<file path="config.mk">
export PLATFORM = sky130hd
export DESIGN_NAME = zx_top
export DESIGN_NICKNAME = d
export VERILOG_FILES = /design/src/verilog/zx_mem_pkg.sv /design/src/verilog/zx_bus_pkg.sv /design/src/verilog/zx_top.sv /design/src/verilog/arbiter.sv /design/src/verilog/zmem.sv /design/src/verilog/zports.sv /design/src/verilog/resetter.sv
export SDC_FILE = /design/constraint.sdc
export NUM_CORES = 1
export LEC_CHECK = 0
export ABC_AREA = 1
export BUFFER_PORTS_ARGS = -buffer_cell sky130_fd_sc_hd__buf_4
export CAP_MARGIN = 15
export CORE_MARGIN = 2
export CORE_UTILIZATION = 51
export CTS_CLUSTER_DIAMETER = 80
export DETAILED_ROUTE_END_ITERATION = 16
export PLACE_DENSITY = 0.79
export SYNTH_ARGS = -nofsm -noshare
export SYNTH_HDL_FRONTEND = slang
export SYNTH_SLANG_ARGS = --single-unit
</file>
<file path="constraint.sdc">
create_clock -name fclk -period 4.6 [get_ports fclk]
set_input_delay 0.23 -clock fclk [delete_from_list [all_inputs] [get_ports fclk]]
set_output_delay 0.23 -clock fclk [all_outputs]
set_load 0.01 [all_outputs]
</file>
<file path="src/verilog/zx_mem_pkg.sv">
package zx_mem_pkg;

	typedef logic [7:0]  page_t;
	typedef logic [20:0] dram_addr_t;
	typedef logic [15:0] dram_data_t;

	// ROM lives in the top DRAM pages, 252 and 253
	localparam page_t ROM_PAGE = 8'd252;

	// fixed RAM pages of windows 1 and 2
	localparam page_t WIN1_PAGE = 8'd5;
	localparam page_t WIN2_PAGE = 8'd2;

	typedef struct packed {
		dram_addr_t addr;
		logic       rnw;
		logic [1:0] bsel;
		dram_data_t wrdata;
	} dram_cmd_t;

endpackage

</file>
<file path="src/verilog/zx_bus_pkg.sv">
package zx_bus_pkg;

	typedef logic [15:0] zaddr_t;
	typedef logic [7:0]  zdata_t;

	// fully decoded port addresses
	localparam zaddr_t PORT_7FFD = 16'h7FFD;
	localparam zaddr_t PORT_EFF7 = 16'hEFF7;

	// p7ffd bit that locks further paging writes
	localparam int LOCK_BIT = 5;

	// peff7 bit 3 puts RAM page 0 into window 0
	localparam int RAM0_BIT = 3;

	typedef struct packed {
		zdata_t     p7ffd;
		zdata_t     peff7;
		logic [2:0] border;
		logic       beep;
	} zx_ports_t;

endpackage
</file>
<file path="src/verilog/zx_top.sv">
module zx_top
	import zx_bus_pkg::*, zx_mem_pkg::*;
#(
	parameter int RST_CNT_SIZE = 4,
	parameter int SLOT_LEN     = 4
)
(
	input  logic       fclk,
	input  logic       rst,
	input  zaddr_t     za,
	input  zdata_t     zd_in,
	input  logic       mreq_n,
	input  logic       iorq_n,
	input  logic       rd_n,
	input  logic       wr_n,
	input  logic       m1_n,
	input  logic [4:0] keys,
	output zdata_t     zd_out,
	output logic       zd_oe,
	output logic       wait_n,
	output logic       res,
	output logic [2:0] border,
	output logic       beep,
	input  logic       video_req,
	input  dram_addr_t video_addr,
	output logic       video_strobe,
	output dram_data_t video_data,
	output logic       dram_req,
	output dram_cmd_t  dram_cmd,
	input  logic       dram_rrdy,
	input  dram_data_t dram_rddata
);

	logic       rst_int;
	zx_ports_t  ports;
	logic       cpu_req;
	dram_cmd_t  cpu_cmd;
	logic       cpu_strobe;
	dram_data_t rddata;
	zdata_t     port_dout;
	logic       port_oe;
	zdata_t     mem_dout;
	logic       mem_oe;

	resetter #(.RST_CNT_SIZE(RST_CNT_SIZE)) u_resetter (
		.fclk    (fclk),
		.rst     (rst),
		.rst_int (rst_int)
	);

	zports u_zports (
		.fclk   (fclk),
		.rst    (rst_int),
		.za     (za),
		.zd_in  (zd_in),
		.iorq_n (iorq_n),
		.rd_n   (rd_n),
		.wr_n   (wr_n),
		.m1_n   (m1_n),
		.keys   (keys),
		.ports  (ports),
		.zd_out (port_dout),
		.zd_oe  (port_oe)
	);

	zmem u_zmem (
		.fclk       (fclk),
		.rst        (rst_int),
		.za         (za),
		.zd_in      (zd_in),
		.mreq_n     (mreq_n),
		.rd_n       (rd_n),
		.wr_n       (wr_n),
		.ports      (ports),
		.cpu_req    (cpu_req),
		.cpu_cmd    (cpu_cmd),
		.cpu_strobe (cpu_strobe),
		.rddata     (rddata),
		.wait_n     (wait_n),
		.zd_out     (mem_dout),
		.zd_oe      (mem_oe)
	);

	arbiter #(.SLOT_LEN(SLOT_LEN)) u_arbiter (
		.fclk         (fclk),
		.rst          (rst_int),
		.cpu_req      (cpu_req),
		.cpu_cmd      (cpu_cmd),
		.cpu_strobe   (cpu_strobe),
		.video_req    (video_req),
		.video_addr   (video_addr),
		.video_strobe (video_strobe),
		.rddata       (rddata),
		.dram_req     (dram_req),
		.dram_cmd     (dram_cmd),
		.dram_rrdy    (dram_rrdy),
		.dram_rddata  (dram_rddata)
	);

	// each block zeroes its data when not driving
	assign zd_out     = port_dout | mem_dout;
	assign zd_oe      = port_oe | mem_oe;
	assign res        = rst_int;
	assign border     = ports.border;
	assign beep       = ports.beep;
	assign video_data = rddata;

endmodule

</file>
<file path="src/verilog/arbiter.sv">
module arbiter
	import zx_mem_pkg::*;
#(
	parameter int SLOT_LEN = 4
)
(
	input  logic       fclk,
	input  logic       rst,
	input  logic       cpu_req,
	input  dram_cmd_t  cpu_cmd,
	output logic       cpu_strobe,
	input  logic       video_req,
	input  dram_addr_t video_addr,
	output logic       video_strobe,
	output dram_data_t rddata,
	output logic       dram_req,
	output dram_cmd_t  dram_cmd,
	input  logic       dram_rrdy,
	input  dram_data_t dram_rddata
);

	localparam int SLOT_W = $clog2(SLOT_LEN);

	typedef enum logic [1:0] {none, cpu, video} owner_t;

	logic [SLOT_W-1:0] slot_cnt;
	logic              slot_last;
	logic              video_pend;
	logic              cpu_busy;
	dram_addr_t        video_addr_r;
	owner_t            winner;
	owner_t            cur_owner;
	owner_t            own_d1;
	owner_t            own_d2;

	assign slot_last = (slot_cnt == SLOT_W'(SLOT_LEN - 1));

	// decided one cycle early so dram_req lands on the first slot cycle
	always_comb
	begin
		winner = none;
		if (slot_last)
		begin
			if (video_pend)
				winner = video;
			else if (cpu_req && !cpu_busy)
				winner = cpu;
		end
	end

	always_ff @(posedge fclk)
	begin
		if (rst)
		begin
			slot_cnt   <= '0;
			video_pend <= 1'b0;
			cpu_busy   <= 1'b0;
			cur_owner  <= none;
			own_d1     <= none;
			own_d2     <= none;
		end
		else
		begin
			slot_cnt <= slot_last ? '0 : slot_cnt + 1'b1;

			if (video_req)
				video_pend <= 1'b1;
			else if (winner == video)
				video_pend <= 1'b0;

			if (winner == cpu)
				cpu_busy <= 1'b1;
			else if (cpu_strobe)
				cpu_busy <= 1'b0;

			// owner of each request follows it to its return
			cur_owner <= winner;
			own_d1    <= cur_owner;
			own_d2    <= own_d1;
		end
	end

	always_ff @(posedge fclk)
	begin
		if (video_req)
			video_addr_r <= video_addr;
		if (winner == video)
		begin
			dram_cmd.addr   <= video_addr_r;
			dram_cmd.rnw    <= 1'b1;
			dram_cmd.bsel   <= 2'b11;
			dram_cmd.wrdata <= '0;
		end
		else if (winner == cpu)
			dram_cmd <= cpu_cmd;
	end

	assign dram_req     = (cur_owner != none);
	assign cpu_strobe   = dram_rrdy & (own_d2 == cpu);
	assign video_strobe = dram_rrdy & (own_d2 == video);
	assign rddata       = dram_rddata;

endmodule

</file>
<file path="src/verilog/zmem.sv">
module zmem
	import zx_bus_pkg::*, zx_mem_pkg::*;
(
	input  logic       fclk,
	input  logic       rst,
	input  zaddr_t     za,
	input  zdata_t     zd_in,
	input  logic       mreq_n,
	input  logic       rd_n,
	input  logic       wr_n,
	input  zx_ports_t  ports,
	output logic       cpu_req,
	output dram_cmd_t  cpu_cmd,
	input  logic       cpu_strobe,
	input  dram_data_t rddata,
	output logic       wait_n,
	output zdata_t     zd_out,
	output logic       zd_oe
);

	typedef enum logic [1:0] {idle, request, hold} state_t;

	state_t state;
	logic   mem_act;
	logic   mem_act_r;
	logic   mem_start;
	logic   is_rom;
	page_t  page;
	zdata_t rd_byte;

	assign mem_act   = ~mreq_n & (~rd_n | ~wr_n);
	assign mem_start = mem_act & ~mem_act_r;

	assign is_rom = (za[15:14] == 2'd0) && !ports.peff7[RAM0_BIT];

	// 16K window to DRAM page
	always_comb
	begin
		case (za[15:14])
		2'd0:    page = ports.peff7[RAM0_BIT] ? page_t'(0) : (ROM_PAGE | ports.p7ffd[4]);
		2'd1:    page = WIN1_PAGE;
		2'd2:    page = WIN2_PAGE;
		default: page = {2'b00, ports.p7ffd[7:5], ports.p7ffd[2:0]};
		endcase
	end

	always_ff @(posedge fclk)
	begin
		if (rst)
		begin
			mem_act_r <= 1'b0;
			state     <= idle;
			cpu_req   <= 1'b0;
			wait_n    <= 1'b1;
		end
		else
		begin
			mem_act_r <= mem_act;
			case (state)
			idle:
				// writes into ROM are dropped here
				if (mem_start && (!is_rom || !rd_n))
				begin
					state   <= request;
					cpu_req <= 1'b1;
					wait_n  <= 1'b0;
				end
			request:
				if (cpu_strobe)
				begin
					state   <= hold;
					cpu_req <= 1'b0;
					wait_n  <= 1'b1;
				end
			hold:
				if (!mem_act)
					state <= idle;
			default:
				state <= idle;
			endcase
		end
	end

	always_ff @(posedge fclk)
	begin
		if (state == idle && mem_start)
		begin
			cpu_cmd.addr   <= {page, za[13:1]};
			cpu_cmd.rnw    <= ~rd_n;
			cpu_cmd.bsel   <= za[0] ? 2'b10 : 2'b01;
			cpu_cmd.wrdata <= {zd_in, zd_in};
		end
		if (state == request && cpu_strobe)
			rd_byte <= cpu_cmd.bsel[1] ? rddata[15:8] : rddata[7:0];
	end

	assign zd_oe  = (state == hold) & cpu_cmd.rnw & ~rd_n;
	assign zd_out = zd_oe ? rd_byte : '0;

endmodule

</file>
<file path="src/verilog/zports.sv">
module zports
	import zx_bus_pkg::*;
(
	input  logic       fclk,
	input  logic       rst,
	input  zaddr_t     za,
	input  zdata_t     zd_in,
	input  logic       iorq_n,
	input  logic       rd_n,
	input  logic       wr_n,
	input  logic       m1_n,
	input  logic [4:0] keys,
	output zx_ports_t  ports,
	output zdata_t     zd_out,
	output logic       zd_oe
);

	logic io_act;
	logic io_act_r;
	logic io_start;
	logic fe_hit;
	logic fe_rd;

	// m1_n low with iorq_n low is an interrupt acknowledge, not I/O
	assign io_act   = ~iorq_n & (~rd_n | ~wr_n) & m1_n;
	assign io_start = io_act & ~io_act_r;

	// #FE is partially decoded
	assign fe_hit = ~za[0];

	always_ff @(posedge fclk)
	begin
		if (rst)
		begin
			io_act_r <= 1'b0;
			ports    <= '0;
			fe_rd    <= 1'b0;
		end
		else
		begin
			io_act_r <= io_act;

			if (io_start && !wr_n)
			begin
				if (za == PORT_7FFD && !ports.p7ffd[LOCK_BIT])
					ports.p7ffd <= zd_in;
				if (za == PORT_EFF7)
					ports.peff7 <= zd_in;
				if (fe_hit)
				begin
					ports.border <= zd_in[2:0];
					ports.beep   <= zd_in[4];
				end
			end

			if (io_start && !rd_n && fe_hit)
				fe_rd <= 1'b1;
			else if (rd_n)
				fe_rd <= 1'b0;
		end
	end

	// drop the bus as soon as rd_n goes back up
	assign zd_oe  = fe_rd & ~rd_n;
	assign zd_out = zd_oe ? {3'b111, keys} : '0;

endmodule

</file>
<file path="src/verilog/resetter.sv">
module resetter
#(
	parameter int RST_CNT_SIZE = 4
)
(
	input  logic fclk,
	input  logic rst,
	output logic rst_int
);

	logic [RST_CNT_SIZE-1:0] cnt;

	always_ff @(posedge fclk)
	begin
		if (rst)
		begin
			cnt     <= '1;
			rst_int <= 1'b1;
		end
		else if (cnt != '0)
			cnt <= cnt - 1'b1;
		else
			rst_int <= 1'b0;
	end

endmodule

</file>
==> After elaboration in Yosys (flattened, before gate mapping) <==
Cells that the tools add are included.
{ "op_classes": {"add_sub_neg": 2, "mul": 0, "n_div": 0, "order_cmp": 0, "eq_ne": 14, "shifts": 0, "n_mux": 26, "bitwise": 20, "reduce_logical": 31} }
{ "op_table": {"columns": ["cell", "count"], "rows": [
  ["$mux 40", 2],
  ["$mux 8", 4],
  ["$pmux 8 s3", 1],
  ["$eq 16x15->1 const B", 1],
  ["$eq 16x16->1 const B", 1],
  ["$mux 2", 6],
  ["$reduce_bool 2->1", 6],
  ["$and 1x1->1", 10],
  ["$eq 2x2->1 const B", 5],
  ["$mux 1", 10],
  ["$logic_and 1x1->1", 9],
  ["$eq 2x1->1 const B", 4],
  ["$or 8x8->8", 1],
  ["$not 1->1", 7],
  ["$logic_not 1->1", 6],
  ["$pmux 2 s3", 1],
  ["$reduce_and 2->1", 3],
  ["$reduce_and 3->1", 2],
  ["$logic_not 2->1", 2],
  ["$ne 2x1->1 const B", 2],
  ["$pmux 1 s2", 2],
  ["$reduce_bool 4->1", 1],
  ["$sub 4x1->4 const B", 1],
  ["$add 2x1->2 const B", 1],
  ["4 further kinds", 5]
]} }
{ "totals": {"reg_bits": 147, "latchBits": 0, "ram_bits": 0, "mem_bits_ro": 0, "in_bits": 75, "output_inout_bits": 73, "wordCells": 121, "memories": 0} }

==> Longest topological paths before layout <==
Gate-level depths: netlist of the first run.
{ "depth": {"word_depth": 8, "depth_mapped": 8, "mapped_depth_nobuf": 8} }

==> Modules after synthesis <==
A second synthesis of the first run with hierarchy kept.
{ "unflattened": {"hier_cells": 603, "hier_area_um2": 5839.4} }
{ "by_module_without_submodules": {"columns": ["module", "instances", "cells_per_inst", "area_per_inst_um2", "seq_area_each_um2"], "rows": [
  ["arbiter", 1, 253, 2686.3, 1841.8],
  ["zmem", 1, 126, 1719.1, 1271.2],
  ["zports", 1, 163, 1093.5, 440.4],
  ["resetter", 1, 34, 239.0, 100.1],
  ["zx_top", 1, 27, 101.3, 0.0]
]} }

==> Worst setup path after synthesis of the first run <==
Ideal clock, no wire load.
{ "synth_timing": {"path_kind": "register -> register", "start": "register u_zmem.state[1]", "end": "register u_zmem.cpu_req", "setup_ns": 0.079, "arrival_ns": 3.966, "t_required_ns": 4.521, "setup_slack_ns": 0.555, "stages_incl_launch_ff": 4, "path_buffers": 0, "period_less_slack_ns": 4.045, "path_cell_list": "dfxtp_1 -> nor4_1 -> nand2_1 -> a21oi_1"} }
{ "synth_via": {"elab_chain_len": 3, "elab_cells_between_ends": 7, "cone_classes": "eq/ne (3); mux (1); reduce/logical (3)"} }
{ "synth_rtl": {"columns": ["item", "line_no", "rtl"], "rows": [
  ["start: declaration", "zmem.sv:23", "state_t state;"],
  ["start signal: assignment", "zmem.sv:52", "state <= idle;"],
  ["start signal: assignment", "zmem.sv:64", "state <= request;"],
  ["start signal: assignment", "zmem.sv:71", "state <= hold;"],
  ["$eq 2x1->1 / $logic_not 2->1 (equally long branches)", "zmem.sv:59", "case (state)"],
  ["$ne 2x1->1 (no source line) / $reduce_bool 2->1 (equally long branches)", null, null],
  ["$reduce_and 3->1 (no source line)", null, null],
  ["end signal: assignment", "zmem.sv:53", "cpu_req <= 1'b0;"],
  ["end signal: assignment", "zmem.sv:65", "cpu_req <= 1'b1;"],
  ["end signal: assignment", "zmem.sv:72", "cpu_req <= 1'b0;"],
  ["end: declaration", "zmem.sv:12", "output logic cpu_req,"]
]} }
Several ways; a longest one is shown, not always the timed one.
A chain may end at the register's enable or synchronous reset.

==> Worst setup path in the final report of the first run <==
{ "layout_timing": {"start": "register u_arbiter.slot_cnt[0]", "end": "register, netlist name u_arbiter.dram_cmd[23]"} }
{ "layout_via": {"elab_chain_len": 4} }
{ "layout_rtl": {"columns": ["item", "line_no", "rtl"], "rows": [
  ["start: declaration", "arbiter.sv:26", "logic [SLOT_W-1:0] slot_cnt;"],
  ["start signal: assignment", "arbiter.sv:64", "slot_cnt <= slot_last ? '0 : slot_cnt + 1'b1;"],
  ["$eq 2x2->1", "arbiter.sv:36", "assign slot_last = (slot_cnt == SLOT_W'(SLOT_LEN - 1));"],
  ["$mux 2", "arbiter.sv:42", "if (slot_last)"],
  ["net u_arbiter.winner[0]", "arbiter.sv:31", "owner_t winner;"],
  ["$eq 2x2->1", "arbiter.sv:87", "if (winner == video)"],
  ["$mux 40", "arbiter.sv:87", null]
]} }
The timed path passes the listed nets, and every way through them passes these cells.

==> results of run 1 <==
sequential cells by signal, indices dropped and copies added, names as in the netlist, 2 cells and up:
signal                  flops
u_arbiter.slot_cnt          2
u_arbiter.own_d2            2
u_zports.ports             12
u_zmem.state                2
u_arbiter.video_addr_r     21
u_arbiter.dram_cmd         32
u_zmem.cpu_cmd             31
u_arbiter.own_d1            2
u_resetter.cnt              4
u_zmem.rd_byte              8
u_arbiter.cur_owner         2
repair_timing:
item	4_1_cts	5_1_grt
endpoints found under the setup margin	0	0
hold buffers	63	0
endpoints found under the hold margin	64	0
worst max-delay path, stage by stage (launching register included):
cell,delay [ps]
dfxtp_1,310
ha_1,230
and3_1,220
inv_1,80
ha_1,710
inv_1,710
nand3_1,260
nand2_1,70
cell type report:
type | count | area [um2] | area share [%]
diodes | 1 | 2.502 | 0.03411
clock buffers | 18 | 427.9 | 5.832
clock inverters | 14 | 172.7 | 2.353
inverters | 37 | 138.9 | 1.893
multi-input cells | 265 | 1319 | 17.97
flip-flops and latches | 126 | 3333 | 45.43
well taps | 133 | 166.4 | 2.268
repair buffers | 213 | 1777 | 24.22
power groups by stage:
stage          clock network (W)   logic, W  registers, W
2_1_floorplan                  0  0.0000474       0.00127
3_3_place_gp                   0   0.000114       0.00127
3_5_place_dp                   0   0.000118       0.00127
4_1_cts                  0.00137   0.000165       0.00125
5_1_grt                  0.00143   0.000182       0.00125
6_report                 0.00136   0.000171       0.00125
per-stage QoR:
stage               total power, W  area [um2]  std cells
CTS                       0.002788        7307        805
detailed placement        0.001392        6076        710
global placement          0.001389        6076        710
finish                    0.002783        7337        807
floorplan                 0.001317        5044        469
global route              0.002865        7335        806
final timing paths:
kind | slack, ps | startpoint | end | depth (start not counted)
min reg2reg | 400 | u_arbiter.own_d1[0] | u_arbiter.own_d2[0] | 2
max | 1730 | u_arbiter.slot_cnt[0] | u_arbiter.dram_cmd[23] | 7
max reg2reg | 1730 | u_arbiter.slot_cnt[0] | u_arbiter.dram_cmd[23] | 7
min | 50 | za[15] | u_zmem.cpu_cmd[33] | 2
synthesized netlist by cell type, drive strengths merged:
cell type	count	share of area, %
nand2	91	6.9
edfxtp	81	48
nor2	65	5.3
dfxtp	45	18
inv	35	2.6
nand3	34	3.4
buf	30	4.3
o21ai	27	2.7
clkbuf	11	0.82
a21oi	9	0.89
nand3b	9	1.6
mux2	8	1.8
nor3	6	0.82
ha	5	1.2
nand4	3	0.37
clkinv	2	0.15
and2	1	0.12
and3	1	0.12
nor3b	1	0.15
nor4	1	0.12
o211ai	1	0.15
o21a	1	0.15
o22ai	1	0.12
xnor2	1	0.17
cell families (layout without fill, tap and decap cells):
group | count (synthesis) | in the layout
compound gates | 39 | 39
xor+xnor | 1 | 1
fa+ha+maj | 5 | 5
buf+inv | 78 | 282
flops | 126 | 126
mux | 8 | 8
other cells | 0 | 1
simple gates | 212 | 212
cells in the final DEF, fill, tap and decap left out, types with 2 or more instances in the layout:
cell / synthesis / final
clkinv_2: 0 / 6
edfxtp_1: 81 / 81
clkbuf_8: 0 / 2
nor3_1: 5 / 5
ha_1: 5 / 5
nand4_1: 3 / 3
dlygate4sd3_1: 0 / 63
o21ai_0: 27 / 27
nand3b_1: 8 / 8
nor2_2: 6 / 6
nand3_1: 34 / 34
clkbuf_16: 0 / 16
mux2_2: 8 / 8
nor2_1: 58 / 58
nand2_1: 89 / 89
clkinv_1: 2 / 4
clkinvlp_4: 0 / 2
dfxtp_1: 45 / 45
nand2_2: 2 / 2
a21oi_1: 9 / 9
bufinv_16: 0 / 4
buf_4: 28 / 149
inv_1: 34 / 34
routing by layer:
metal	global-route usage [%]	vias up
li1	-	1932
met1	29.06	1977
met2	44.71	205
met3	9.005	24
met4	9.109	0
met5	0	-
==> metrics.md, run 1 <==
| Metric | Value |
|---|---|
| Status | finished clean |
| Internal | 0.002223 W |
| Part of the power in combinational logic | 6.1% |
| Seq/Total Area, Yosys | 66.09% |
| Share of cells above drive strength 1 | 29.87% |
| Final wirelength | 13.37 mm |
| Total number of vias | 4138 |
| DIE AREA | 0.01070 mm2 |
| Synth cell types | 31 |
| Vias in the first global route | 4152 |
| Clock power share | 48.9% |
| P_leak | 3.056 nW |
| Clock Tree Root | clkbuf_8 |
| Antenna Violating Nets Remaining | 0 |
| Mux cell area share after synthesis | 1.786% |
| Die H | 103.4 um |
| Hold Vio Cnt, Final | 0 |
| Top sig layer | met4 |
| I/O pins | 148 |
| Synth Area in Compound Gates | 3.994% |
| Final Critical Period | 2866 ps |
| Crit path max fanout | 32 |
| Sinks on Clock Net | 126 |
| Setup_tns | 0 ps |
| DR pass1 iterations | 5 |
| Routed wl met2 | 7.045 mm |
| Met3 WL | 1.000 mm |
| CTS max path bufs | 2 |
| Total CTS buffers | 17 |
| Setup violators final | 0 |
| DRT iter0 DRCs | 225 |
| Core area | 0.009684 mm2 |
| Final GP Congestion | 0.8182 |
| Post-DR vias/cell | 5.128 |
| Initial antenna violation count | 0 |
| Least-Margin Pin Slew | 987.5 ps |
| Num rows | 36 |
| Die X | 103.4 um |
| XOR/XNOR share of the synthesized area | 0.1737% |
| DRC | 0 |
| Crit path required time | 4870 ps |
| RSZ-0062 raised after global routing | no |
| Max Cap Violations | 0 |
| First-pass GRT wire length | 20.22 mm |
| Switching Share | 20.12% |
| Clock latency of the later-clocked register in the worst-skew pair | 530 ps |
| Mapped Cells | 469 |
| Post-Synth Simple-Gate Area | 18.83% |
| Filler instances | 588 |
| Share of power burned in registers | 45.0% |
| Fmax | 349.0 MHz |
| Tcrit/Tclk final | 62.30% |
| Adder-cell share of the synthesized area | 1.240% |
| Worst setup margin | 1734 ps |
| Hpwl dp | 7.716 mm |
| Net Count, Synth | 549 |
| Synth-to-layout area growth | 45.47% |
| Hold Path Class | in2reg |
| H-tree Lvls | 4 |
| Pwr per Cell Area | 379.3 mW/mm2 |
| Pre-CTS setup slack | 1816 ps |
| CP Capture Type | flop |
| GRT overflow | 0 |
| Avg Cell Area, Syn | 10.75 um2 |
| Worst setup SP type | flop |
| Worst IR drop on VDD | 0.3752 mV |
| Data arrival, critical path | 3140 ps |
| Worst Skew | 4.898 ps |
| Fin Hold WS | 50.06 ps |
| Pin count of the biggest net entering global routing | 33 |
| Routed length per instance | 16.56 um |
| Initial Util | 52.08% |
| Worst slew margin | 34.09% |
| Ys Warns | 0 |
| Nets | 740 |
| Resize count post-CTS | 0 |
| Clock transition at the registers of the reported paths | 60 ps |
| Synth Register Bits | 126 |
| P_sw | 0.0005600 W |
| CTS tree | built |
| Post-layout util | 75.76% |
| Number of I/O port buffers | 147 |
| GRT Total Usage | 25.59% |
| Largest family of logic cells by synthesized area | simple AND/OR/NAND/NOR gates |
| Crit path kind | reg2reg |
| Slew Viols, Final | 0 |
| Met1 WL | 5.123 mm |
| Postcts setup bufs | 0 |
| Synth Cell Area | 0.005044 mm2 |
Note: power is estimated with default switching activity, not from simulation.
==> inputs of run 2 (changes only) <==
- clock period: 4.6 -> 2.7 ns (I/O delays scaled with it)
==> metrics.md, run 2 (synthesized netlist as in run 1, its figures left out) <==
| Metric | Value |
|---|---|
| Status | finished clean |
| Switching Share | 20.78% |
| Core area | 0.009684 mm2 |
| Worst Skew | 5.578 ps |
| CTS tree | built |
| Largest regs | u_arbiter.dram_cmd x32, u_zmem.cpu_cmd x31, u_arbiter.video_addr_r x21 |
| N_diodes | 0 |
| Pwr per Cell Area | 621.7 mW/mm2 |
| RR Startpoint | u_arbiter.slot_cnt[0] |
| Post-DR vias/cell | 5.023 |
| CP startpoint | u_arbiter.slot_cnt[0] |
| Setup_tns | 0 ps |
| Nets | 747 |
| Final Critical Period | 2186 ps |
| Share of cells above drive strength 1 | 30.00% |
| Tcrit/Tclk final | 80.97% |
| Worst IR drop on VDD | 0.4929 mV |
| Antenna Violating Nets Remaining | 0 |
| Slew Viols, Final | 0 |
| Total CTS buffers | 17 |
| Data arrival, critical path | 2510 ps |
| DRC | 0 |
| Worst slew margin | 43.66% |
| I/O pins | 148 |
| Clock latency of the later-clocked register in the worst-skew pair | 510 ps |
| Hpwl dp | 7.686 mm |
| Worst-path cell chain | ha_1 -> and3_1 -> inv_1 -> ha_1 -> inv_1 -> nand2_1 -> o21ai_0 |
| P_leak | 3.183 nW |
| Most common cell after layout, fill and taps aside | buf_4 |
| Pin count of the biggest net entering global routing | 33 |
| Met2 Resource Use GR | 47.64% |
| Die X | 103.4 um |
| Delay-heaviest family, CP | buffers and inverters |
| Total number of vias | 4084 |
| CTS max path bufs | 2 |
| Setup violators final | 0 |
| Grt met3 use | 8.669% |
| DRT iter0 DRCs | 195 |
| Worst setup SP type | flop |
| CP Capture Type | flop |
| First-pass GRT wire length | 19.89 mm |
| Fin Hold WS | 46.56 ps |
| Slowest CP cell | inv_1 |
| P_sw | 0.0009490 W |
| Part of the power in combinational logic | 6.5% |
| H-tree Lvls | 4 |
| Max Cap Violations | 0 |
| Max reg flops | 32 |
| Crit path max fanout | 30 |
| GRT Total Usage | 25.05% |
| DIE AREA | 0.01070 mm2 |
| Worst path max stage delay | 600 ps |
| Final wirelength | 13.00 mm |
| Initial Util | 52.08% |
| Clock transition at the registers of the reported paths | 60 ps |
| Top Usage Layer GRT | met2 |
| Fmax | 457.4 MHz |
| RSZ-0062 raised after global routing | no |
| Synth-to-layout area growth | 45.62% |
| Initial antenna violation count | 0 |
| Die H | 103.4 um |
| Final GP Congestion | 0.7657 |
| Sinks on Clock Net | 126 |
| Clock Tree Root | clkbuf_8 |
| Hold Path Class | in2reg |
| Num rows | 36 |
| Least-Margin Pin Slew | 844.2 ps |
| Most flops, register | u_arbiter.dram_cmd |
| Number of I/O port buffers | 147 |
| Crit path required time | 3030 ps |
| Hold Vio Cnt, Final | 0 |
| Crit path kind | reg2reg |
| Routed length per instance | 15.99 um |
| GRT overflow | 0 |
| Most frequent cells in the layout | buf_4, nand2_1, edfxtp_1 |
| Clock power share | 46.8% |
| WP buf/inv | 2 |
| Share of power burned in registers | 46.7% |
| Met1 Track Usage GR | 26.07% |
| Vias in the first global route | 4177 |
| DR pass1 iterations | 6 |
| Internal | 0.003617 W |
| HP Start | video_req |
==> run 2: cell type report <==
type	count	area, um2
clock inverters	11	117.6
repair buffers	220	1819
inverters	37	138.9
multi-input cells	265	1330
flip-flops and latches	126	3333
fillers	595	2340
well taps	133	166.4
clock buffers	21	439.2
==> run 2: repair_timing <==
action	CTS	global route
hold buffers	67	0
endpoints found under the hold margin	75	0
setup buffers	0	0
resized for setup	0	1
endpoints found under the setup margin	0	11
==> run 2: power by group through the flow <==
stage | combinational, W | sequential (W) | clock, W
after floorplan | 0.0000810 | 0.00216 | 0
after global placement | 0.000196 | 0.00217 | 0
after detailed placement | 0.000203 | 0.00217 | 0
after CTS | 0.000288 | 0.00213 | 0.00215
after global routing | 0.000316 | 0.00214 | 0.00226
final | 0.000296 | 0.00213 | 0.00214
==> run 2: through the flow <==
stage / util, % / setup WS [ps] / total power [W] / cells / cell area, um2
after global placement: 63.14 / 402.8 / 0.002365 / 714 / 6115
after global routing: 75.84 / 261.7 / 0.004709 / 813 / 7345
after CTS: 75.81 / 195.9 / 0.004565 / 813 / 7342
after floorplan: - / 20.89 / 0.002243 / 469 / 5050
final: 75.84 / 513.7 / 0.004566 / 813 / 7345
after detailed placement: 63.14 / 198.8 / 0.002373 / 714 / 6115
==> run 2: metal layers <==
layer	share of wire, %	wire, um
met1	37	4763
met2	54	7073
met3	7.8	1017
met4	1.1	148
met5	0	0
==> run 2: path summary, 6_finish.rpt <==
path / slack, ps / cells after the start / end
max reg2reg: 510 / 7 / u_arbiter.dram_cmd[38]
min reg2reg: 400 / 2 / u_arbiter.own_d2[0]
min: 50 / 1 / u_arbiter.video_addr_r[5]
max: 510 / 7 / u_arbiter.dram_cmd[38]
